**config.mk**
```make
export PLATFORM = sky130hd
export DESIGN_NAME = control_unit_flat
export DESIGN_NICKNAME = d
export VERILOG_FILES = /design/src/rv_pkg.sv /design/src/ctrl_if.sv /design/src/control_unit.sv /design/src/flat_wrapper.sv
export SDC_FILE = /design/constraint.sdc
export NUM_CORES = 1
export LEC_CHECK = 0
export BUFFER_PORTS_ARGS = -buffer_cell sky130_fd_sc_hd__buf_2
export CAP_MARGIN = 20
export CORE_MARGIN = 3
export CORE_UTILIZATION = 39
export DETAILED_ROUTE_END_ITERATION = 10
export PLACE_DENSITY_LB_ADDON = 0.08
export RECOVER_POWER = 50
export SYNTH_ARGS = -nofsm -noshare
export SYNTH_HDL_FRONTEND = slang
export SYNTH_SLANG_ARGS = --single-unit
```
**constraint.sdc**
```tcl
create_clock -name vclk -period 2.4
set_input_delay 0.12 -clock vclk [all_inputs]
set_output_delay 0.12 -clock vclk [all_outputs]
set_load 0.01 [all_outputs]
```
**src/rv_pkg.sv**
```systemverilog
package rv_pkg;

    typedef logic [31:0] word_t;     // data, address or instruction
    typedef logic [4:0]  reg_addr_t; // register index
    typedef logic [7:0]  byte_t;     // one uart byte
    typedef logic [3:0]  alu_op_t;
    typedef logic [2:0]  imm_sel_t;
    typedef logic [1:0]  wb_sel_t;

    // alu operations
    localparam alu_op_t ALU_ADD    = 4'd0;
    localparam alu_op_t ALU_SUB    = 4'd1;
    localparam alu_op_t ALU_AND    = 4'd2;
    localparam alu_op_t ALU_OR     = 4'd3;
    localparam alu_op_t ALU_XOR    = 4'd4;
    localparam alu_op_t ALU_SLT    = 4'd5;
    localparam alu_op_t ALU_PASS_B = 4'd6; // lui

    // immediate formats
    localparam imm_sel_t IMM_I = 3'd0;
    localparam imm_sel_t IMM_S = 3'd1;
    localparam imm_sel_t IMM_B = 3'd2;
    localparam imm_sel_t IMM_U = 3'd3;
    localparam imm_sel_t IMM_J = 3'd4;

    // write-back sources
    localparam wb_sel_t WB_ALU = 2'd0;
    localparam wb_sel_t WB_MEM = 2'd1;
    localparam wb_sel_t WB_PC4 = 2'd2;

    // rv32i major opcodes
    localparam logic [6:0] OP_R      = 7'b0110011;
    localparam logic [6:0] OP_I      = 7'b0010011;
    localparam logic [6:0] OP_LUI    = 7'b0110111;
    localparam logic [6:0] OP_LOAD   = 7'b0000011;
    localparam logic [6:0] OP_STORE  = 7'b0100011;
    localparam logic [6:0] OP_BRANCH = 7'b1100011;
    localparam logic [6:0] OP_JAL    = 7'b1101111;
    localparam logic [6:0] OP_JALR   = 7'b1100111;

    typedef enum logic [1:0] {IDLE, START, DATA, STOP} rx_state_e;

    typedef enum logic [1:0] {COUNT, BYTES, DONE} load_state_e;

endpackage

```
**src/ctrl_if.sv**
```systemverilog
interface ctrl_if import rv_pkg::*; ();

    word_t   instr;       // from the fetch path
    logic    reg_write;
    logic    alu_src_pc;  // operand a is the pc
    logic    alu_src_imm; // operand b is the immediate
    alu_op_t alu_op;
    wb_sel_t wb_sel;
    logic    mem_write;
    logic    branch;
    logic    branch_ne;   // bne instead of beq
    logic    jump;
    logic    jalr;
    word_t   imm;

    modport decoder (
        input  instr,
        output reg_write, alu_src_pc, alu_src_imm, alu_op, wb_sel,
        output mem_write, branch, branch_ne, jump, jalr, imm
    );

    modport exec (
        output instr,
        input  reg_write, alu_src_pc, alu_src_imm, alu_op, wb_sel,
        input  mem_write, branch, branch_ne, jump, jalr, imm
    );

endinterface

```
**src/control_unit.sv**
```systemverilog
module control_unit import rv_pkg::*; (
    ctrl_if.decoder ctl
);

    logic [6:0] opcode;
    logic [2:0] funct3;
    logic       funct7_5; // sub select
    imm_sel_t   imm_sel;
    word_t      ins;

    assign ins      = ctl.instr;
    assign opcode   = ins[6:0];
    assign funct3   = ins[14:12];
    assign funct7_5 = ins[30];

    always_comb begin
        ctl.reg_write   = 1'b0;
        ctl.alu_src_pc  = 1'b0;
        ctl.alu_src_imm = 1'b0;
        ctl.alu_op      = ALU_ADD;
        ctl.wb_sel      = WB_ALU;
        ctl.mem_write   = 1'b0;
        ctl.branch      = 1'b0;
        ctl.branch_ne   = 1'b0;
        ctl.jump        = 1'b0;
        ctl.jalr        = 1'b0;
        imm_sel         = IMM_I;
        case (opcode)
            OP_R: begin
                ctl.reg_write = 1'b1;
                case (funct3)
                    3'b000:  ctl.alu_op = funct7_5 ? ALU_SUB : ALU_ADD;
                    3'b111:  ctl.alu_op = ALU_AND;
                    3'b110:  ctl.alu_op = ALU_OR;
                    3'b100:  ctl.alu_op = ALU_XOR;
                    3'b010:  ctl.alu_op = ALU_SLT;
                    default: ctl.reg_write = 1'b0; // shifts etc not supported
                endcase
            end
            OP_I: begin
                ctl.reg_write   = 1'b1;
                ctl.alu_src_imm = 1'b1;
                case (funct3)
                    3'b000:  ctl.alu_op = ALU_ADD;
                    3'b111:  ctl.alu_op = ALU_AND;
                    3'b110:  ctl.alu_op = ALU_OR;
                    3'b100:  ctl.alu_op = ALU_XOR;
                    default: ctl.reg_write = 1'b0;
                endcase
            end
            OP_LUI: begin
                ctl.reg_write   = 1'b1;
                ctl.alu_src_imm = 1'b1;
                ctl.alu_op      = ALU_PASS_B;
                imm_sel         = IMM_U;
            end
            OP_LOAD: begin
                ctl.reg_write   = 1'b1;
                ctl.alu_src_imm = 1'b1;
                ctl.wb_sel      = WB_MEM;
            end
            OP_STORE: begin
                ctl.mem_write   = 1'b1;
                ctl.alu_src_imm = 1'b1;
                imm_sel         = IMM_S;
            end
            OP_BRANCH: begin
                // alu forms the target, compare lives in the datapath
                ctl.alu_src_pc  = 1'b1;
                ctl.alu_src_imm = 1'b1;
                ctl.branch      = (funct3 == 3'b000) || (funct3 == 3'b001);
                ctl.branch_ne   = (funct3 == 3'b001);
                imm_sel         = IMM_B;
            end
            OP_JAL: begin
                ctl.reg_write   = 1'b1;
                ctl.alu_src_pc  = 1'b1;
                ctl.alu_src_imm = 1'b1;
                ctl.wb_sel      = WB_PC4;
                ctl.jump        = 1'b1;
                imm_sel         = IMM_J;
            end
            OP_JALR: begin
                ctl.reg_write   = 1'b1;
                ctl.alu_src_imm = 1'b1;
                ctl.wb_sel      = WB_PC4;
                ctl.jump        = 1'b1;
                ctl.jalr        = 1'b1;
            end
            default: ; // unknown opcode acts as a nop
        endcase
    end

    always_comb begin
        case (imm_sel)
            IMM_I:   ctl.imm = {{20{ins[31]}}, ins[31:20]};
            IMM_S:   ctl.imm = {{20{ins[31]}}, ins[31:25], ins[11:7]};
            IMM_B:   ctl.imm = {{19{ins[31]}}, ins[31], ins[7], ins[30:25], ins[11:8], 1'b0};
            IMM_U:   ctl.imm = {ins[31:12], 12'b0};
            IMM_J:   ctl.imm = {{11{ins[31]}}, ins[31], ins[19:12], ins[20], ins[30:21], 1'b0};
            default: ctl.imm = '0;
        endcase
    end

endmodule

```
**src/flat_wrapper.sv**
```systemverilog
// flat-port wrapper written by rule: the top's interface ports become plain ports
module control_unit_flat import rv_pkg::*;
  (ctl_instr, ctl_reg_write, ctl_alu_src_pc, ctl_alu_src_imm, ctl_alu_op, ctl_wb_sel, ctl_mem_write, ctl_branch, ctl_branch_ne, ctl_jump, ctl_jalr, ctl_imm);
  ctrl_if ctl_i ();
  input wire logic [$bits(ctl_i.instr)-1:0] ctl_instr;
  output wire logic [$bits(ctl_i.reg_write)-1:0] ctl_reg_write;
  output wire logic [$bits(ctl_i.alu_src_pc)-1:0] ctl_alu_src_pc;
  output wire logic [$bits(ctl_i.alu_src_imm)-1:0] ctl_alu_src_imm;
  output wire logic [$bits(ctl_i.alu_op)-1:0] ctl_alu_op;
  output wire logic [$bits(ctl_i.wb_sel)-1:0] ctl_wb_sel;
  output wire logic [$bits(ctl_i.mem_write)-1:0] ctl_mem_write;
  output wire logic [$bits(ctl_i.branch)-1:0] ctl_branch;
  output wire logic [$bits(ctl_i.branch_ne)-1:0] ctl_branch_ne;
  output wire logic [$bits(ctl_i.jump)-1:0] ctl_jump;
  output wire logic [$bits(ctl_i.jalr)-1:0] ctl_jalr;
  output wire logic [$bits(ctl_i.imm)-1:0] ctl_imm;
  assign ctl_i.instr = ctl_instr;
  assign ctl_reg_write = ctl_i.reg_write;
  assign ctl_alu_src_pc = ctl_i.alu_src_pc;
  assign ctl_alu_src_imm = ctl_i.alu_src_imm;
  assign ctl_alu_op = ctl_i.alu_op;
  assign ctl_wb_sel = ctl_i.wb_sel;
  assign ctl_mem_write = ctl_i.mem_write;
  assign ctl_branch = ctl_i.branch;
  assign ctl_branch_ne = ctl_i.branch_ne;
  assign ctl_jump = ctl_i.jump;
  assign ctl_jalr = ctl_i.jalr;
  assign ctl_imm = ctl_i.imm;
  control_unit u_core (.ctl(ctl_i));
endmodule
```
==> flow_metrics.tcl, run 1 <==
set metrics [dict create \
    rd_place_congestion 0.822 \
    cts-hold-fix-buffers 0 \
    drt_iter0_drc 13 \
    critPathMaxFanout 15 \
    drt-wirelength-per-cell_um 12.2 \
    rsz0062_at_grt "false" \
    fmaxAchievable_mhz 520 \
    leakagePower_nw 0.614 \
    min_from "ctl_instr[31]" \
    port_buffers 77 \
    run_status "finished, final reports clean" \
    timing.critical_path.to "ctl_imm[12]" \
    first_global_vias 943 \
    mappedNetlistNets 141 \
    hold_path.class "input pin to primary output" \
    floorplan.die_area_um2 2380 \
    synth_most_common_cell "a21o_1" \
    crit_path_start "ctl_instr[4]" \
    yosysTopAreaCellShare 0.126 \
    ir_worst_vdd_v 0.0000811 \
    antenna_cells 0 \
    grt_use_total 0.200 \
    route.detailed.vias_per_inst 5.31 \
    finalSetupTns_ps 0 \
    placeable_core_region_um2 1610 \
    number_of_cell_rows 14 \
    report.final.setup_viol 0 \
    slew-limit-headroom 0.576 \
    final_net_count 207 \
    layout_min_cycle_time_ps 1920 \
    final-max-slew-violation-count 0 \
    timing.critical_path.required_ps 2280 \
    vias 1047 \
    drv_cap 0 \
    worst-slew-pin-transition_ps 634 \
    grt_antenna_before_repair 0 \
    syn2layout_area_growth_pct 42.9 \
    postRouteWirelength_mm 2.41 \
    syn_avg_cell_area_um2 6.55 \
    critical_path.endpoint_type "primary output" \
    pin_count_of_the_biggest_net_entering_global_routing 25 \
    yosysWarnings 0 \
    synthDistinctLibCells 38 \
    cts.repair.resized 0 \
    finalCritPeriodShare 0.801 \
    die_y_um 48.8 \
    yosysTopAreaCell "a21o_1" \
    postLayoutCellArea_um2 1020 \
    dp.final_hpwl_mm 1.96 \
    yosysSeqAreaShare 0 \
    worst-endpoint-arrival_ps 1800 \
    post_dp_cell_area_um2 1060 \
    timing_worst_setup_path_type "input pin to primary output" \
    post_synth_inst_count 109 \
    final_hold_violating_endpoints 0 \
    seq_cell_count 0 \
    grt_first_pass_wirelength_mm 4.17 \
    synth.top_cells.by_count "a21o_1, a41o_1, and2_1" \
    final_layout_clock_buffer_total 0 \
    ff_latch_area_um2 0 \
    floorplan.io_pins 78 \
    netlist_area_um2 714 \
    synth_area_leaders "a21o_1, a41o_1, and2_1" \
    effective_utilization_at_floorplan 0.443 \
    antenna_left 0 \
    setup.worst_path.start_class "input pin" \
    post_cts_buffers 0 \
    fillCellCount 175 \
    grt_overflow_total 0 \
    layout-drive-gt1-share 0.364 \
    p_per_area_nw_per_um2 156 \
    drt_pass1_iterations 4 \
    route.detailed.drc 0 \
    die-width_um 48.8 \
]
## kinds of logic after synthesis
family	share of synthesized area
other cells	0.00525
simple gates	0.422
compound gates	0.447
buf+inv	0.126
## critical path, cell delays in order
cell and delay (ps):
clkbuf_1 410, nor2b_1 140, a21o_1 300, a31oi_1 520
a41o_1 160, clkbuf_1 150
## power by group
group / leakage, nW / internal, mW / total (mW) / switching, mW
registers: 0 / 0 / 0 / 0
logic: 0.614 / 0.0719 / 0.159 / 0.0870
clock network: 0 / 0 / 0 / 0
total: 0.614 / 0.0719 / 0.159 / 0.0870
## layout by cell type, fill, tap and decap left out
| cell type | count |
|---|---|
| and2_0 | 2 |
| a21oi_1 | 1 |
| and2_1 | 6 |
| or3b_1 | 1 |
| clkbuf_1 | 15 |
| o22ai_1 | 2 |
| nand3b_1 | 2 |
| a22o_1 | 4 |
| and3_1 | 5 |
| and4_1 | 1 |
| a41o_1 | 8 |
| nor2_1 | 7 |
| o31ai_1 | 1 |
| a221o_1 | 1 |
| a21o_1 | 12 |
| buf_4 | 1 |
| nand2_1 | 6 |
| or4_1 | 1 |
| nand4_1 | 1 |
| and3b_1 | 1 |
| buf_2 | 62 |
| inv_1 | 4 |
| o21ai_0 | 4 |
| o21ai_1 | 1 |
| o2bb2ai_1 | 1 |
| nor3b_1 | 3 |
| a32oi_1 | 1 |
| nand3_1 | 3 |
| nor2b_1 | 7 |
| nand2b_1 | 1 |
| nor3_1 | 3 |
| nor4_1 | 1 |
| conb_1 | 1 |
| a31oi_1 | 2 |
| o2111ai_1 | 1 |
## stage by stage
| step | std cells | hold slack, ps | setup slack [ps] | util | total power, mW |
|---|---|---|---|---|---|
| floorplan | 109 | 294 | 1140 | - | 0.0972 |
| global placement | 197 | 460 | 691 | 0.659 | 0.162 |
| detailed placement | 197 | 463 | 605 | 0.659 | 0.164 |
| CTS | 197 | 464 | 618 | 0.659 | 0.165 |
| global route | 197 | 482 | 310 | 0.634 | 0.176 |
| finish | 197 | 473 | 477 | 0.634 | 0.159 |
## worst min path at each step
stage,to,slack (ps),cells past startpoint
2_1_floorplan,ctl_alu_op[0],290,1
3_3_place_gp,ctl_imm[31],460,2
3_5_place_dp,ctl_imm[31],460,2
4_1_cts,ctl_imm[31],460,2
5_1_grt,ctl_imm[31],480,2
6_report,ctl_imm[31],470,2
## per-layer routing
layer / part of all wire / up-vias / global-route usage / wire [um]
li1: - / 540 / - / -
met1: 0.43 / 468 / 0.266 / 1030
met2: 0.52 / 39 / 0.369 / 1260
met3: 0.047 / 0 / 0.00612 / 113
met4: 0 / 0 / 0.0190 / 0
met5: 0 / - / 0 / 0
## layout make-up
type / count / area (um2) / area share
inverter: 4 / 15.0 / 0.0147
tap: 24 / 30.0 / 0.0294
multi-input combinational: 91 / 602 / 0.589
timing repair buffer: 78 / 374 / 0.366
Power figures use the tool's default switching activity.
==> run 2, diff against run 1 <==
--- a/config.mk
+++ b/config.mk
@@ -5,8 +5,10 @@
 export SDC_FILE = /design/constraint.sdc
 export NUM_CORES = 1
 export LEC_CHECK = 0
+export ABC_AREA = 1
 export BUFFER_PORTS_ARGS = -buffer_cell sky130_fd_sc_hd__buf_2
 export CAP_MARGIN = 20
+export CORE_ASPECT_RATIO = 1.5
 export CORE_MARGIN = 3
 export CORE_UTILIZATION = 39
 export DETAILED_ROUTE_END_ITERATION = 10
==> constraint.sdc (replaced) <==
create_clock -name vclk -period 1.65
set_input_delay 0.0825 -clock vclk [all_inputs]
set_output_delay 0.0825 -clock vclk [all_outputs]
set_load 0.01 [all_outputs]
==> flow_metrics.tcl, run 2 <==
set metrics [dict create \
    floorplan.die_area_um2 3300 \
    grt_use_total 0.203 \
    die_y_um 68.9 \
    post_dp_cell_area_um2 1390 \
    syn_avg_cell_area_um2 4.74 \
    dp.final_hpwl_mm 2.71 \
    post_synth_inst_count 217 \
    yosysSeqAreaShare 0 \
    postRouteWirelength_mm 3.27 \
    antenna_left 0 \
    cts.repair.resized 0 \
    post_cts_buffers 0 \
    number_of_cell_rows 22 \
    rsz0062_at_grt "false" \
    finalSetupTns_ps 0 \
    synth_area_leaders "nand2_1, nand3_1, nor2_1" \
    netlist_area_um2 1030 \
    yosysWarnings 0 \
    worst-endpoint-arrival_ps 1290 \
    ff_latch_area_um2 0 \
    part_of_the_total_power_dissipated_in_the_clock_network 0 \
    antenna_cells 0 \
    mappedNetlistNets 249 \
    final_hold_violating_endpoints 0 \
    internal_cell_power_uw 94.5 \
    synth_most_common_cell "nand2_1" \
    grt_overflow_total 0 \
    grt-busiest-layer "met2" \
    effective_utilization_at_floorplan 0.415 \
    syn2layout_area_growth_pct 32.7 \
    worst_slack_ps 279 \
    postLayoutCellArea_um2 1370 \
    yosysTopAreaCellShare 0.263 \
    first_global_vias 1278 \
    setup.worst_path.start_class "input pin" \
    layout.cells.most_common "nand2_1" \
    synthDistinctLibCells 25 \
    timing_worst_setup_path_type "input pin to primary output" \
    critical_path.endpoint_type "primary output" \
    grt_first_pass_wirelength_mm 5.26 \
    comb_power_share 1.000 \
    placeable_core_region_um2 2480 \
    layout_min_cycle_time_ps 1370 \
    finalCritPeriodShare 0.831 \
    yosysTopAreaCell "nand2_1" \
    seq_power_share 0 \
    run_status "finished, final reports clean" \
    gr-usage-met3 0.00779 \
    leakagePower_nw 0.941 \
    hold_path.class "input pin to primary output" \
    final_layout_clock_buffer_total 0 \
    use_met1 0.248 \
    drt_pass1_iterations 4 \
    min_from "ctl_instr[31]" \
    grt_antenna_before_repair 0 \
    switchingPower_uw 154 \
    gr-usage-met2 0.391 \
    synth.top_cells.by_count "nand2_1, nand3_1, nor2_1" \
    fillCellCount 310 \
    route.detailed.drc 0 \
    report.final.setup_viol 0 \
    rd_place_congestion 0.828 \
    drv_cap 0 \
    pin_count_of_the_biggest_net_entering_global_routing 21 \
    route.detailed.vias_per_inst 4.92 \
    crit_path_start "ctl_instr[4]" \
    cts-hold-fix-buffers 0 \
    p_per_area_nw_per_um2 182 \
    timing.critical_path.required_ps 1570 \
    fmaxAchievable_mhz 729 \
    drt-wirelength-per-cell_um 10.5 \
    layout_common_cells "nand2_1, buf_2, nand3_1" \
    power.total_uw 248 \
    layout-drive-gt1-share 0.280 \
    floorplan.io_pins 78 \
    final-max-slew-violation-count 0 \
    switching_share 0.619 \
    ir_worst_vdd_v 0.000105 \
    drt_iter0_drc 22 \
    port_buffers 77 \
    critPathMaxFanout 20 \
    vias 1525 \
    place_worst_setup_slack_ps 284 \
    seq_cell_count 0 \
    die-width_um 47.9 \
    final_net_count 320 \
]
run 2: cell types whose count changed after synthesis, moves of 4 or more:
cell / change
nor2_1: +30
buf_6: +4
a21o_1: -12
nor2b_1: -6
a41o_1: -8
nand3_1: +35
nand2_1: +66
and3_1: -5
inv_1: +20
nand4_1: +4
and2_1: -8
a22o_1: -4
run 2: worst paths after layout:
kind,to,cells past startpoint
worst max-delay path,ctl_imm[11],9
worst min-delay path,ctl_imm[31],2
run 2: routing by layer:
| layer | share of wire | up-vias |
|---|---|---|
| met5 | 0 | - |
| met4 | 0 | 0 |
| met3 | 0.064 | 0 |
| met2 | 0.53 | 49 |
| met1 | 0.41 | 657 |
| li1 | - | 819 |
run 2: critical path, cell delays in order:
cell,delay [ps]
buf_2,110
inv_1,80
nand2_1,140
clkinv_2,150
nand3_4,160
nand4_2,120
buf_4,220
nand2_1,80
buf_2,140
run 2: area by class of cell:
| type | instances | area [um2] | area share |
|---|---|---|---|
| Multi-Input combinational cell | 176 | 820 | 0.600 |
| Timing Repair Buffer | 84 | 417 | 0.305 |
| Inverter | 26 | 98.8 | 0.0724 |
| Tap cell | 24 | 30.0 | 0.0220 |
run 2: power groups by stage:
stage          clock (mW)  combinational [mW]  sequential, mW
3_5_place_dp            0               0.255               0
4_1_cts                 0               0.255               0
6_report                0               0.248               0
5_1_grt                 0               0.281               0
2_1_floorplan           0               0.143               0
3_3_place_gp            0               0.255               0
run 2: cell families after synthesis:
| family | share of synthesized area |
|---|---|
| simple gates | 0.770 |
| compound gates | 0.0256 |
| buf+inv | 0.201 |
| other cells | 0.00365 |
run 2: per-stage QoR:
step           std cells   util  hold slack [ps]
5_1_grt              310  0.551              460
4_1_cts              310  0.561              452
3_5_place_dp         310  0.561              450
2_1_floorplan        217      -              227
6_report             310  0.551              438
3_3_place_gp         310  0.561              454
