**src/rv_pkg.sv**
```systemverilog
package rv_pkg;

    typedef logic [31:0] word_t;     // data, address or instruction
    typedef logic [4:0]  reg_addr_t; // register index
    typedef logic [7:0]  byte_t;     // one uart byte
    typedef logic [3:0]  alu_op_t;
    typedef logic [2:0]  imm_sel_t;
    typedef logic [1:0]  wb_sel_t;

    // alu operations
    localparam alu_op_t ALU_ADD    = 4'd0;
    localparam alu_op_t ALU_SUB    = 4'd1;
    localparam alu_op_t ALU_AND    = 4'd2;
    localparam alu_op_t ALU_OR     = 4'd3;
    localparam alu_op_t ALU_XOR    = 4'd4;
    localparam alu_op_t ALU_SLT    = 4'd5;
    localparam alu_op_t ALU_PASS_B = 4'd6; // lui

    // immediate formats
    localparam imm_sel_t IMM_I = 3'd0;
    localparam imm_sel_t IMM_S = 3'd1;
    localparam imm_sel_t IMM_B = 3'd2;
    localparam imm_sel_t IMM_U = 3'd3;
    localparam imm_sel_t IMM_J = 3'd4;

    // write-back sources
    localparam wb_sel_t WB_ALU = 2'd0;
    localparam wb_sel_t WB_MEM = 2'd1;
    localparam wb_sel_t WB_PC4 = 2'd2;

    // rv32i major opcodes
    localparam logic [6:0] OP_R      = 7'b0110011;
    localparam logic [6:0] OP_I      = 7'b0010011;
    localparam logic [6:0] OP_LUI    = 7'b0110111;
    localparam logic [6:0] OP_LOAD   = 7'b0000011;
    localparam logic [6:0] OP_STORE  = 7'b0100011;
    localparam logic [6:0] OP_BRANCH = 7'b1100011;
    localparam logic [6:0] OP_JAL    = 7'b1101111;
    localparam logic [6:0] OP_JALR   = 7'b1100111;

    typedef enum logic [1:0] {IDLE, START, DATA, STOP} rx_state_e;

    typedef enum logic [1:0] {COUNT, BYTES, DONE} load_state_e;

endpackage

```
**src/program_loader.sv**
```systemverilog
module program_loader import rv_pkg::*; #(
    parameter int IMEM_DEPTH = 64
) (
    input  logic                          clk,
    input  logic                          reset_i,
    input  byte_t                         byte_i,
    input  logic                          rx_done_i,
    output logic                          wr_en_o,
    output logic [$clog2(IMEM_DEPTH)-1:0] wr_addr_o,
    output word_t                         wr_data_o,
    output logic                          prog_rdy_o
);

    localparam int AW = $clog2(IMEM_DEPTH);

    load_state_e   state;
    logic [AW:0]   n_words;   // words still to load, clipped
    logic [AW:0]   n_clip;
    logic [AW-1:0] word_idx;
    logic [1:0]    lane;      // byte position inside the word
    logic [23:0]   low_bytes;
    logic          last_word;

    always_comb begin
        if (byte_i == '0) begin
            n_clip = (AW+1)'(1);          // zero count loads one word
        end else if (32'(byte_i) > IMEM_DEPTH) begin
            n_clip = (AW+1)'(IMEM_DEPTH);
        end else begin
            n_clip = (AW+1)'(byte_i);
        end
    end

    assign last_word = ({1'b0, word_idx} == n_words - 1'b1);

    always_ff @(posedge clk) begin
        if (reset_i) begin
            state      <= COUNT;
            n_words    <= '0;
            word_idx   <= '0;
            lane       <= '0;
            wr_en_o    <= 1'b0;
            prog_rdy_o <= 1'b0;
        end else begin
            wr_en_o <= 1'b0;
            case (state)
                COUNT: begin
                    if (rx_done_i) begin
                        n_words  <= n_clip;
                        word_idx <= '0;
                        lane     <= '0;
                        state    <= BYTES;
                    end
                end
                BYTES: begin
                    if (rx_done_i) begin
                        lane <= lane + 2'd1;
                        if (lane == 2'd3) begin
                            wr_en_o  <= 1'b1;
                            word_idx <= word_idx + 1'b1;
                            if (last_word) state <= DONE;
                        end
                    end
                end
                DONE: prog_rdy_o <= 1'b1; // rises with the final write edge
                default: state <= COUNT;
            endcase
        end
    end

    // little-endian packing
    always_ff @(posedge clk) begin
        if (rx_done_i && state == BYTES) begin
            if (lane == 2'd3) begin
                wr_data_o <= {byte_i, low_bytes};
                wr_addr_o <= word_idx;
            end else begin
                low_bytes[lane*8 +: 8] <= byte_i;
            end
        end
    end

    a_no_write_after_ready: assert property (@(posedge clk) disable iff (reset_i)
        prog_rdy_o |-> !wr_en_o);

endmodule

```
**config.mk**
```make
export PLATFORM = sky130hd
export DESIGN_NAME = program_loader
export DESIGN_NICKNAME = d
export VERILOG_FILES = /design/src/rv_pkg.sv /design/src/program_loader.sv
export SDC_FILE = /design/constraint.sdc
export NUM_CORES = 1
export LEC_CHECK = 0
export BUFFER_PORTS_ARGS = -buffer_cell sky130_fd_sc_hd__buf_2
export CAP_MARGIN = 20
export CORE_UTILIZATION = 55
export CTS_CLUSTER_SIZE = 14
export DETAILED_ROUTE_END_ITERATION = 8
export PLACE_DENSITY = 0.78
export SLEW_MARGIN = 20
export SYNTH_ARGS = -nofsm -noshare
export SYNTH_HDL_FRONTEND = slang
export SYNTH_SLANG_ARGS = --single-unit
export TNS_END_PERCENT = 30
```
**constraint.sdc**
```tcl
create_clock -name clk -period 2.7 [get_ports clk]
set_clock_uncertainty 0.1 [all_clocks]
set_input_delay 0.54 -clock clk [delete_from_list [all_inputs] [get_ports clk]]
set_output_delay 0.54 -clock clk [all_outputs]
set_load 0.02 [all_outputs]
```
==> flow_summary.yaml, run 1 <==
floorplanning:
  core_um2: 5470
  die_h_um: 77.2
  design.die.area_um2: 5960
  die_w_um: 77.2
  num_io_pins: 51
  start_util_pct: 56.8
  rows: 27
setup_path:
  critPathTopFamily: "simple AND/OR/NAND/NOR gates"
  cp_max_fo: 8
  worstSetupPathType: "register to register"
  max_stage_delay_ns: 0.63
  cp.arrival_ns: 2.12
  cp.depth: 4
  ff2ff_path_depth: 4
  cp-end-kind: "register"
  cp.buffers_inverters: 1
  cp.required_ns: 2.80
  crit_path_start_kind: "register"
  path_cells: "inv_1, ha_1, nor3b_1, and2_1"
  critPathSlowestCell: "nor3b_1"
clock_network:
  cts_buffers: 9
  postCtsHoldBufs: 0
  clockBufferDepth: 2
  h-tree-depth: 3
  clkLatencyLatePin_ns: 0.34
  cts_resized: 0
  numClockSinks: 81
  clk_pin_slew_ns: 0.08
  cts_tree: "built"
  cts_setup_buffers: 0
  cts_root_buffer: "clkbuf_8"
routing:
  antenna_left: 0
  drcViolationCount: 0
  vias: 1839
  via_per_inst: 5.19
  wire_per_inst_um: 14.4
  drt_iter0_drc: 126
  finalWirelength_um: 5110
  first_pass_iters: 4
placement:
  port_buffers: 50
  placed_area_um2: 3480
  gp_congestion: 0.768
  dp_hpwl_um: 3580
  dp_slack_ns: 0.534
  dp_cells: 338
timing:
  worst_hold_slack_ns: 0.314
  rsz0062_at_grt: "false"
  tns_ns: 0
  period_share_pct: 74.5
  worst_slew_pin_slew_ns: 0.746
  fin_ws_ns: 0.688
  hold_viol_final: 0
  fmax_mhz: 497
  period_minus_slack_ns: 2.01
  setup_viol: 0
  final-max-slew-violation-count: 0
  slew_headroom_pct: 50.2
cells_and_area:
  antenna_cells: 0
  final_core_util_pct: 67.0
  drive_gt1_share_pct: 25.2
  fill_cells: 423
  stdcell_count: 354
  fin_nets: 295
  seqCellArea_um2: 2240
  final_cell_area_um2: 3670
  multi_input_area_um2: 840
  syn_to_final_growth_pct: 17.9
synth:
  syn_area_per_cell_um2: 14.5
  synth_nets: 233
  synth_compound_area_share_pct: 5.31
  synth_mux_area_share_pct: 0.322
  yosys.area_share.simple_pct: 15.7
  synth_top_family_by_area: "simple AND/OR/NAND/NOR gates"
  synth_area_leaders: "edfxtp_1 (60%), dfxtp_1 (12%), and2_1 (5.4%), ha_1 (2.8%), xnor2_1 (2.3%)"
  synth_largest_area_cell: "edfxtp_1"
  syn_area_um2: 3110
  yosysTopAreaCellShare_pct: 59.9
  synth_seq_area_share_pct: 72.1
  synthCells: 215
  synth_fa_ha_area_share_pct: 2.82
  ys_warn_count: 0
  synth_seq_cells: 81
  synth_xor_area_share_pct: 2.82
  synth.distinct_cells: 36
power_and_ir_drop:
  clockPowerShare_pct: 36.4
  pwr_density_cell_nw_per_um2: 624
  p_seq_share_pct: 59.3
  switching_share_pct: 20.8
  switching_power_uw: 477
  internal_power_mw: 1.81
  combPwrFrac_pct: 4.3
  power_mw: 2.29
  ir_drop_mv: 0.299
  p_leak_nw: 1.31
global_routing:
  grt.overflow.total: 0
  grt_usage_pct: 18.9
  grt_pass1_wl_um: 8310
  grt_pass1_vias: 1747
  grt_max_degree: 29
  antenna_found_initial: 0
min_path:
  whs_path_depth: 0
  hp-class: "register to register"
flow_run:
  maxCapViolations: 0
status:
  outcome: "completed"
## synthesized netlist by cell type
library cell	n
a21oi_1	7
nand2_1	6
nand2b_1	6
nand3_1	6
nor4_1	2
a31o_2	1
nor3_1	3
clkbuf_1	2
nor2_1	16
edfxtp_1	62
nor3b_1	3
nand4_1	1
nor2b_1	5
and3_1	2
a22o_1	4
o31a_1	2
ha_1	7
o21ai_0	3
and2b_1	1
a31oi_1	1
or3_1	2
nor4_2	1
o211ai_1	1
and3b_2	1
o31ai_1	1
dfxtp_1	19
and2_1	27
or4_1	2
mux2i_1	1
or3_4	1
xnor2_1	8
xor2_1	2
o32ai_2	1
inv_1	6
a211o_1	1
a211oi_1	1
## metal layers
metal / global-route usage, % / vias to the layer above / part of all wire (%)
li1: - / 907 / -
met1: 23.0 / 872 / 44
met2: 30.0 / 50 / 49
met3: 5.36 / 10 / 4.3
met4: 10.9 / 0 / 2.3
met5: 0 / - / 0
## power groups by stage
| stage | Clock [mW] | Combinational, mW | Sequential, mW |
|---|---|---|---|
| floorplan | 0 | 0.0656 | 1.38 |
| global placement | 0 | 0.0948 | 1.38 |
| detailed placement | 0 | 0.0970 | 1.39 |
| CTS | 0.847 | 0.0984 | 1.36 |
| global route | 0.899 | 0.111 | 1.36 |
| finish | 0.834 | 0.0981 | 1.36 |
## worst register-to-register path: cells and delay by family (launching register included)
kind	cells	cell delay (ns)
adders and majority gates	1	0.36
buffers and inverters	1	0.14
DFF	1	0.43
and+or+nand+nor	2	0.85
## registers in the layout, summed over array words and instances (netlist names)
register	cells
wr_data_o	32
low_bytes	24
n_words	7
word_idx	6
wr_addr_o	6
lane	2
state	2
prog_rdy_o	1
wr_en_o	1
## layout by cell type (no fill, tap or decap), types with 2 or more instances in the layout
| master | Yosys | routed |
|---|---|---|
| buf_2 | 0 | 50 |
| xnor2_1 | 8 | 8 |
| xor2_1 | 2 | 2 |
| ha_1 | 7 | 7 |
| or4_1 | 2 | 2 |
| nor3b_1 | 3 | 3 |
| clkinv_1 | 0 | 2 |
| edfxtp_1 | 62 | 62 |
| or3_1 | 2 | 2 |
| nand2b_1 | 6 | 6 |
| a21oi_1 | 7 | 7 |
| nor2_1 | 16 | 16 |
| and2_1 | 27 | 27 |
| inv_1 | 6 | 6 |
| dfxtp_1 | 19 | 19 |
| clkbuf_8 | 0 | 9 |
| nand3_1 | 6 | 6 |
| o31a_1 | 2 | 2 |
| nor3_1 | 3 | 3 |
| nand2_1 | 6 | 6 |
| clkbuf_1 | 2 | 2 |
| a22o_1 | 4 | 4 |
| nor4_1 | 2 | 2 |
| nor2b_1 | 5 | 5 |
| buf_4 | 0 | 2 |
| o21ai_0 | 3 | 3 |
## area by class of cell
type	count	area share, %
clock buffer	11	3.58
clock inverter	5	1.50
inverter	6	0.614
multi-input combinational	126	22.9
sequential	81	61.2
tap	72	2.46
timing repair buffer	53	7.78
## worst paths after layout
path	startpoint	to	slack, ns
setup / recovery	lane[0]	low_bytes[1]	0.69
hold / removal	low_bytes[8]	wr_data_o[8]	0.31
setup reg to reg	lane[0]	low_bytes[1]	0.69
hold reg to reg	low_bytes[8]	wr_data_o[8]	0.31
## cell families (layout without fill, tap and decap cells)
family	count (synthesis)	count (layout)
multiplexers	1	1
adder cells (fa/ha/maj)	7	7
XOR/XNOR	10	10
buffers and inverters	8	75
AO/OA/AOI/OAI	23	23
AND/OR/NAND/NOR	85	85
flip-flops	81	81
No activity file was read; power rests on OpenSTA's default activity.
==> run 2: changes to the inputs <==
--- a/config.mk
+++ b/config.mk
@@ -7,10 +7,10 @@
 export LEC_CHECK = 0
 export BUFFER_PORTS_ARGS = -buffer_cell sky130_fd_sc_hd__buf_2
 export CAP_MARGIN = 20
-export CORE_UTILIZATION = 55
+export CORE_UTILIZATION = 50
 export CTS_CLUSTER_SIZE = 14
 export DETAILED_ROUTE_END_ITERATION = 8
-export PLACE_DENSITY = 0.78
+export PLACE_DENSITY = 0.75
 export SLEW_MARGIN = 20
 export SYNTH_ARGS = -nofsm -noshare
 export SYNTH_HDL_FRONTEND = slang
==> constraint.sdc (replaced) <==
create_clock -name clk -period 1.74 [get_ports clk]
set_clock_uncertainty 0.1 [all_clocks]
set_input_delay 0.348 -clock clk [delete_from_list [all_inputs] [get_ports clk]]
set_output_delay 0.348 -clock clk [all_outputs]
set_load 0.02 [all_outputs]
==> run 2 against run 1 <==
  * The run now ends with setup timing left
  * Clock power increased by 47%
  * Sequential power increased by 54%
  * Fmax increased by 4.6%
  * Global-route usage increased by 0.11 points
  * Design area increased by 6.3%
  * Core utilization decreased by 1.5 points
  * Sequential share of layout area decreased by 3.6 points
  * Power increased by 55%
  * Critical path type unchanged
  * Largest power group unchanged
==> flow_summary.yaml, run 2 (same netlist as run 1, synthesis figures left out) <==
power_and_ir_drop:
  switching_power_uw: 802
  pwr_density_cell_nw_per_um2: 910
  p_seq_share_pct: 59.2
  internal_power_mw: 2.74
  power_mw: 3.54
  switching_share_pct: 22.6
  combPwrFrac_pct: 6.0
  ir_drop_mv: 0.517
  clockPowerShare_pct: 34.8
  p_leak_nw: 1.44
clock_network:
  h-tree-depth: 3
  clockBufferDepth: 2
  numClockSinks: 81
  postCtsHoldBufs: 0
  clkLatencyLatePin_ns: 0.35
  clk_pin_slew_ns: 0.08
  cts_buffers: 9
  cts_tree: "built"
  cts_root_buffer: "clkbuf_8"
  cts_setup_buffers: 0
cells_and_area:
  drive_gt1_share_pct: 33.8
  syn_to_final_growth_pct: 25.3
  regMostFlops: "wr_data_o"
  biggestRegsByFlops: "wr_data_o: 32 flops, low_bytes: 24 flops, n_words: 7 flops"
  fin_nets: 318
  multi_input_area_um2: 865
  seqCellArea_um2: 2240
  largest_reg_flops: 32
  layout_commonest_cell: "edfxtp_1"
  final_cell_mix: "edfxtp_1 (62), buf_2 (50), and2_1 (27)"
  antenna_cells: 0
  stdcell_count: 380
  fill_cells: 420
setup_path:
  crit_path_start_kind: "register"
  cp.arrival_ns: 2.06
  cp-end-kind: "register"
  worstSetupPathType: "register to register"
  cp_max_fo: 2
  cp.required_ns: 1.88
timing:
  slew_headroom_pct: 69.3
  worst_hold_slack_ns: 0.173
  rsz0062_at_grt: "true"
  fin_ws_ns: -0.183
  hold_viol_final: 0
  period_share_pct: 111
  final-max-slew-violation-count: 0
  setup_viol: 2
  worst_slew_pin_slew_ns: 0.457
  period_minus_slack_ns: 1.92
  fmax_mhz: 520
routing:
  wire_per_inst_um: 15.4
  via_per_inst: 5.16
  drcViolationCount: 0
  first_pass_iters: 4
  antenna_left: 0
  finalWirelength_um: 5840
  drt_iter0_drc: 125
  vias: 1962
floorplanning:
  num_io_pins: 51
  die_h_um: 80.9
  design.die.area_um2: 6540
  rows: 28
  die_w_um: 80.9
  start_util_pct: 52.2
  core_um2: 5960
placement:
  port_buffers: 50
  dp_cells: 364
  dp_hpwl_um: 4110
  gp_congestion: 0.825
global_routing:
  grt_usage_pct: 19.0
  grt_max_degree: 25
  grt_pass1_vias: 1853
  antenna_found_initial: 0
  grt.overflow.total: 0
  grt_pass1_wl_um: 8970
status:
  outcome: "finished with violations"
  violations: "setup timing"
min_path:
  hp-class: "primary input to register"
flow_run:
  maxCapViolations: 0
## run 2: cell types whose count changed in the layout (fill, tap and decap cells not counted), moves of 2 or more
| cell | change |
|---|---|
| buf_4 | +20 |
| buf_12 | +3 |
| clkinv_2 | +3 |
| nor3b_1 | -3 |
| clkbuf_1 | -2 |
| clkinv_1 | -2 |
| nor3b_2 | +2 |
## run 2: layout make-up
cell class                 instances  share of cell area, %
clock inverter                     6                   1.03
sequential                        81                   57.6
inverter                           6                  0.578
timing repair buffer              76                   12.7
tap                               75                   2.41
clock buffer                      10                   3.53
multi-input combinational        126                   22.2
## run 2: power by group through the flow
| stage | registers (mW) | clock network, mW | logic [mW] |
|---|---|---|---|
| 2_1_floorplan | 2.14 | 0 | 0.102 |
| 3_3_place_gp | 2.14 | 0 | 0.197 |
| 3_5_place_dp | 2.14 | 0 | 0.205 |
| 4_1_cts | 2.10 | 1.25 | 0.208 |
| 5_1_grt | 2.10 | 1.32 | 0.234 |
| 6_report | 2.10 | 1.23 | 0.214 |
## run 2: worst paths after layout
| kind | start | to | slack (ns) | cells past startpoint |
|---|---|---|---|---|
| min | byte_i[6] | wr_data_o[30] | 0.17 | 1 |
| min reg2reg | low_bytes[11] | wr_data_o[11] | 0.32 | 0 |
| max | n_words[4] | state[0] | -0.18 | 4 |
| max reg2reg | n_words[4] | state[0] | -0.18 | 4 |
## run 2: through the flow
stage / setup TNS, ns / utilization (%) / setup slack [ns] / area, µm²
detailed placement: -2.99 / 62.0 / -0.259 / 3690
global placement: -1.68 / 62.0 / -0.153 / 3690
CTS: -0.312 / 65.2 / -0.184 / 3880
global route: -0.480 / 65.4 / -0.230 / 3900
floorplan: -0.261 / - / -0.168 / 3110
finish: -0.301 / 65.4 / -0.183 / 3900
## run 2: per-layer routing
layer  wire length (µm)  track usage (%)  up-vias  share of wire (%)
met2               2870             30.6       50                 49
met4                127             9.11        0                2.2
met5                  0                0        -                  0
met3                245             5.06       10                4.2
met1               2600             23.7      952                 44
li1                   -                -      950                  -
## run 2: repair_timing
action | in CTS | in global routing
pin swaps | 1 | 4
resized for setup | 3 | 3
endpoints found under the setup margin | 18 | 20
## run 2: worst max-delay path: stages (launching register included)
cell and delay [ns]:
dfxtp_1 0.32, or3_4 0.39, or4_4 0.42, a211o_1 0.33, o31a_1 0.24
==> run 3: changes to the inputs <==
--- a/config.mk
+++ b/config.mk
@@ -11,6 +11,7 @@
 export CTS_CLUSTER_SIZE = 14
 export DETAILED_ROUTE_END_ITERATION = 8
 export PLACE_DENSITY = 0.75
+export SETUP_SLACK_MARGIN = 0.1
 export SLEW_MARGIN = 20
 export SYNTH_ARGS = -nofsm -noshare
 export SYNTH_HDL_FRONTEND = slang
==> constraint.sdc (replaced) <==
create_clock -name clk -period 1.74 [get_ports clk]
set_clock_uncertainty 0.1 [all_clocks]
set_input_delay 0.261 -clock clk [delete_from_list [all_inputs] [get_ports clk]]
set_output_delay 0.261 -clock clk [all_outputs]
set_load 0.02 [all_outputs]
==> run 3 against run 2 <==
  * The run still ends with setup timing left
  * Register-to-register slack improved by 0.03 ns
  * Non-clock buffer count decreased by 1
  * Sequential power about the same
  * Flip-flop and latch count unchanged
  * Critical endpoint unchanged
  * Highest routed layer unchanged
==> flow_summary.yaml, run 3 (same netlist as run 1, synthesis figures left out) <==
status:
  outcome: "finished with violations"
  violations: "setup timing"
timing:
  fmax_mhz: 528
  worst_hold_slack_ns: 0.0798
  period_minus_slack_ns: 1.89
  slew_headroom_pct: 73.3
  fin_ws_ns: -0.155
  period_share_pct: 109
  final-max-slew-violation-count: 0
  worst_slew_pin_slew_ns: 0.397
  hold_viol_final: 0
  setup_viol: 2
  rsz0062_at_grt: "true"
  tns_ns: -0.244
cells_and_area:
  drive_gt1_share_pct: 35.9
  stdcell_count: 379
  biggestRegsByFlops: "wr_data_o: 32 flops, low_bytes: 24 flops, n_words: 7 flops"
  final_cell_mix: "edfxtp_1 (62), buf_2 (50), and2_1 (27)"
  largest_reg_flops: 32
  antenna_cells: 0
  regMostFlops: "wr_data_o"
  layout_commonest_cell: "edfxtp_1"
  syn_to_final_growth_pct: 25.9
  fin_nets: 317
  final_cell_area_um2: 3920
setup_path:
  cp_max_fo: 2
  critPathSlowestCell: "or4_1"
  cp.buffers_inverters: 0
  critPathTopFamily: "simple AND/OR/NAND/NOR gates"
  worstSetupPathType: "register to register"
  cp.required_ns: 1.89
  cp-end-kind: "register"
  path_cells: "or3_4, or4_1, a211o_1, o31a_1"
  max_stage_delay_ns: 0.41
  cp.arrival_ns: 2.04
  crit_path_start_kind: "register"
global_routing:
  grt_usage_pct: 19.1
  grt_pass1_vias: 1851
  grt.overflow.total: 0
  grt_max_degree: 27
  antenna_found_initial: 0
  grt_pass1_wl_um: 8960
clock_network:
  numClockSinks: 81
  cts_root_buffer: "clkbuf_8"
  clk_pin_slew_ns: 0.09
  cts_buffers: 9
  cts_tree: "built"
  clkLatencyLatePin_ns: 0.35
  h-tree-depth: 3
  clockBufferDepth: 2
  postCtsHoldBufs: 0
floorplanning:
  core_um2: 5960
  rows: 28
  die_w_um: 80.9
  num_io_pins: 51
  die_h_um: 80.9
  start_util_pct: 52.2
  design.die.area_um2: 6540
placement:
  dp_hpwl_um: 4130
  gp_congestion: 0.852
  port_buffers: 50
  dp_cells: 363
  placed_area_um2: 3680
routing:
  drcViolationCount: 0
  dr_wl_met3_um: 305
  first_pass_iters: 4
  highest_layer: "met4"
  wl_met1_um: 2510
  via_per_inst: 5.10
  wire_per_inst_um: 15.4
  finalWirelength_um: 5850
  met2WireLength_um: 2880
  antenna_left: 0
  drt_iter0_drc: 74
  vias: 1932
flow_run:
  maxCapViolations: 0
power_and_ir_drop:
  ir_drop_mv: 0.532
  p_leak_nw: 1.43
  power_mw: 3.60
  pwr_density_cell_nw_per_um2: 919
min_path:
  hp-class: "primary input to register"
-- run 3: cell types whose count changed in the layout (fill, tap and decap cells not counted), sizes merged --
cell | previous run | this run
buf | 76 | 75
inv | 8 | 10
clkbuf | 10 | 9
clkinvlp | 1 | 0
-- run 3: repair_timing --
action	CTS	global route
endpoints found under the setup margin	18	50
pin swaps	0	1
buffers inserted	0	0
resized for setup	3	8
-- run 3: metrics by stage --
step / setup WS, ns / util, %
finish: -0.155 / 65.7
global placement: -0.117 / 61.8
detailed placement: -0.149 / 61.8
CTS: -0.155 / 65.1
global route: -0.191 / 65.7
floorplan: -0.112 / -
-- run 3: worst paths after layout --
kind | startpoint | endpoint | slack [ns] | cells after the start
min | byte_i[6] | wr_data_o[30] | 0.08 | 1
max | n_words[4] | state[0] | -0.15 | 4
max reg2reg | n_words[4] | state[0] | -0.15 | 4
min reg2reg | low_bytes[3] | wr_data_o[3] | 0.32 | 0
-- run 3: report_power, final --
part           internal [mW]  switching [mW]  leakage, nW
sequential              2.09          0.0103        0.686
combinational         0.0957           0.115        0.645
clock                  0.550           0.739       0.0980
total                   2.73           0.865         1.43
-- run 3: layout make-up --
type / count / area (µm²)
flip-flops and latches: 81 / 2250
fillers: 437 / 2040
multi-input cells: 126 / 891
repair buffers: 75 / 475
clock buffers: 9 / 124
well taps: 75 / 93.8
clock inverters: 7 / 62.6
inverters: 6 / 22.5
-- run 3: layer usage --
| layer | vias up | track usage [%] |
|---|---|---|
| met4 | 0 | 9.11 |
| met3 | 14 | 6.18 |
| met1 | 907 | 23.0 |
| met2 | 61 | 30.8 |
| li1 | 950 | - |
| met5 | - | 0 |
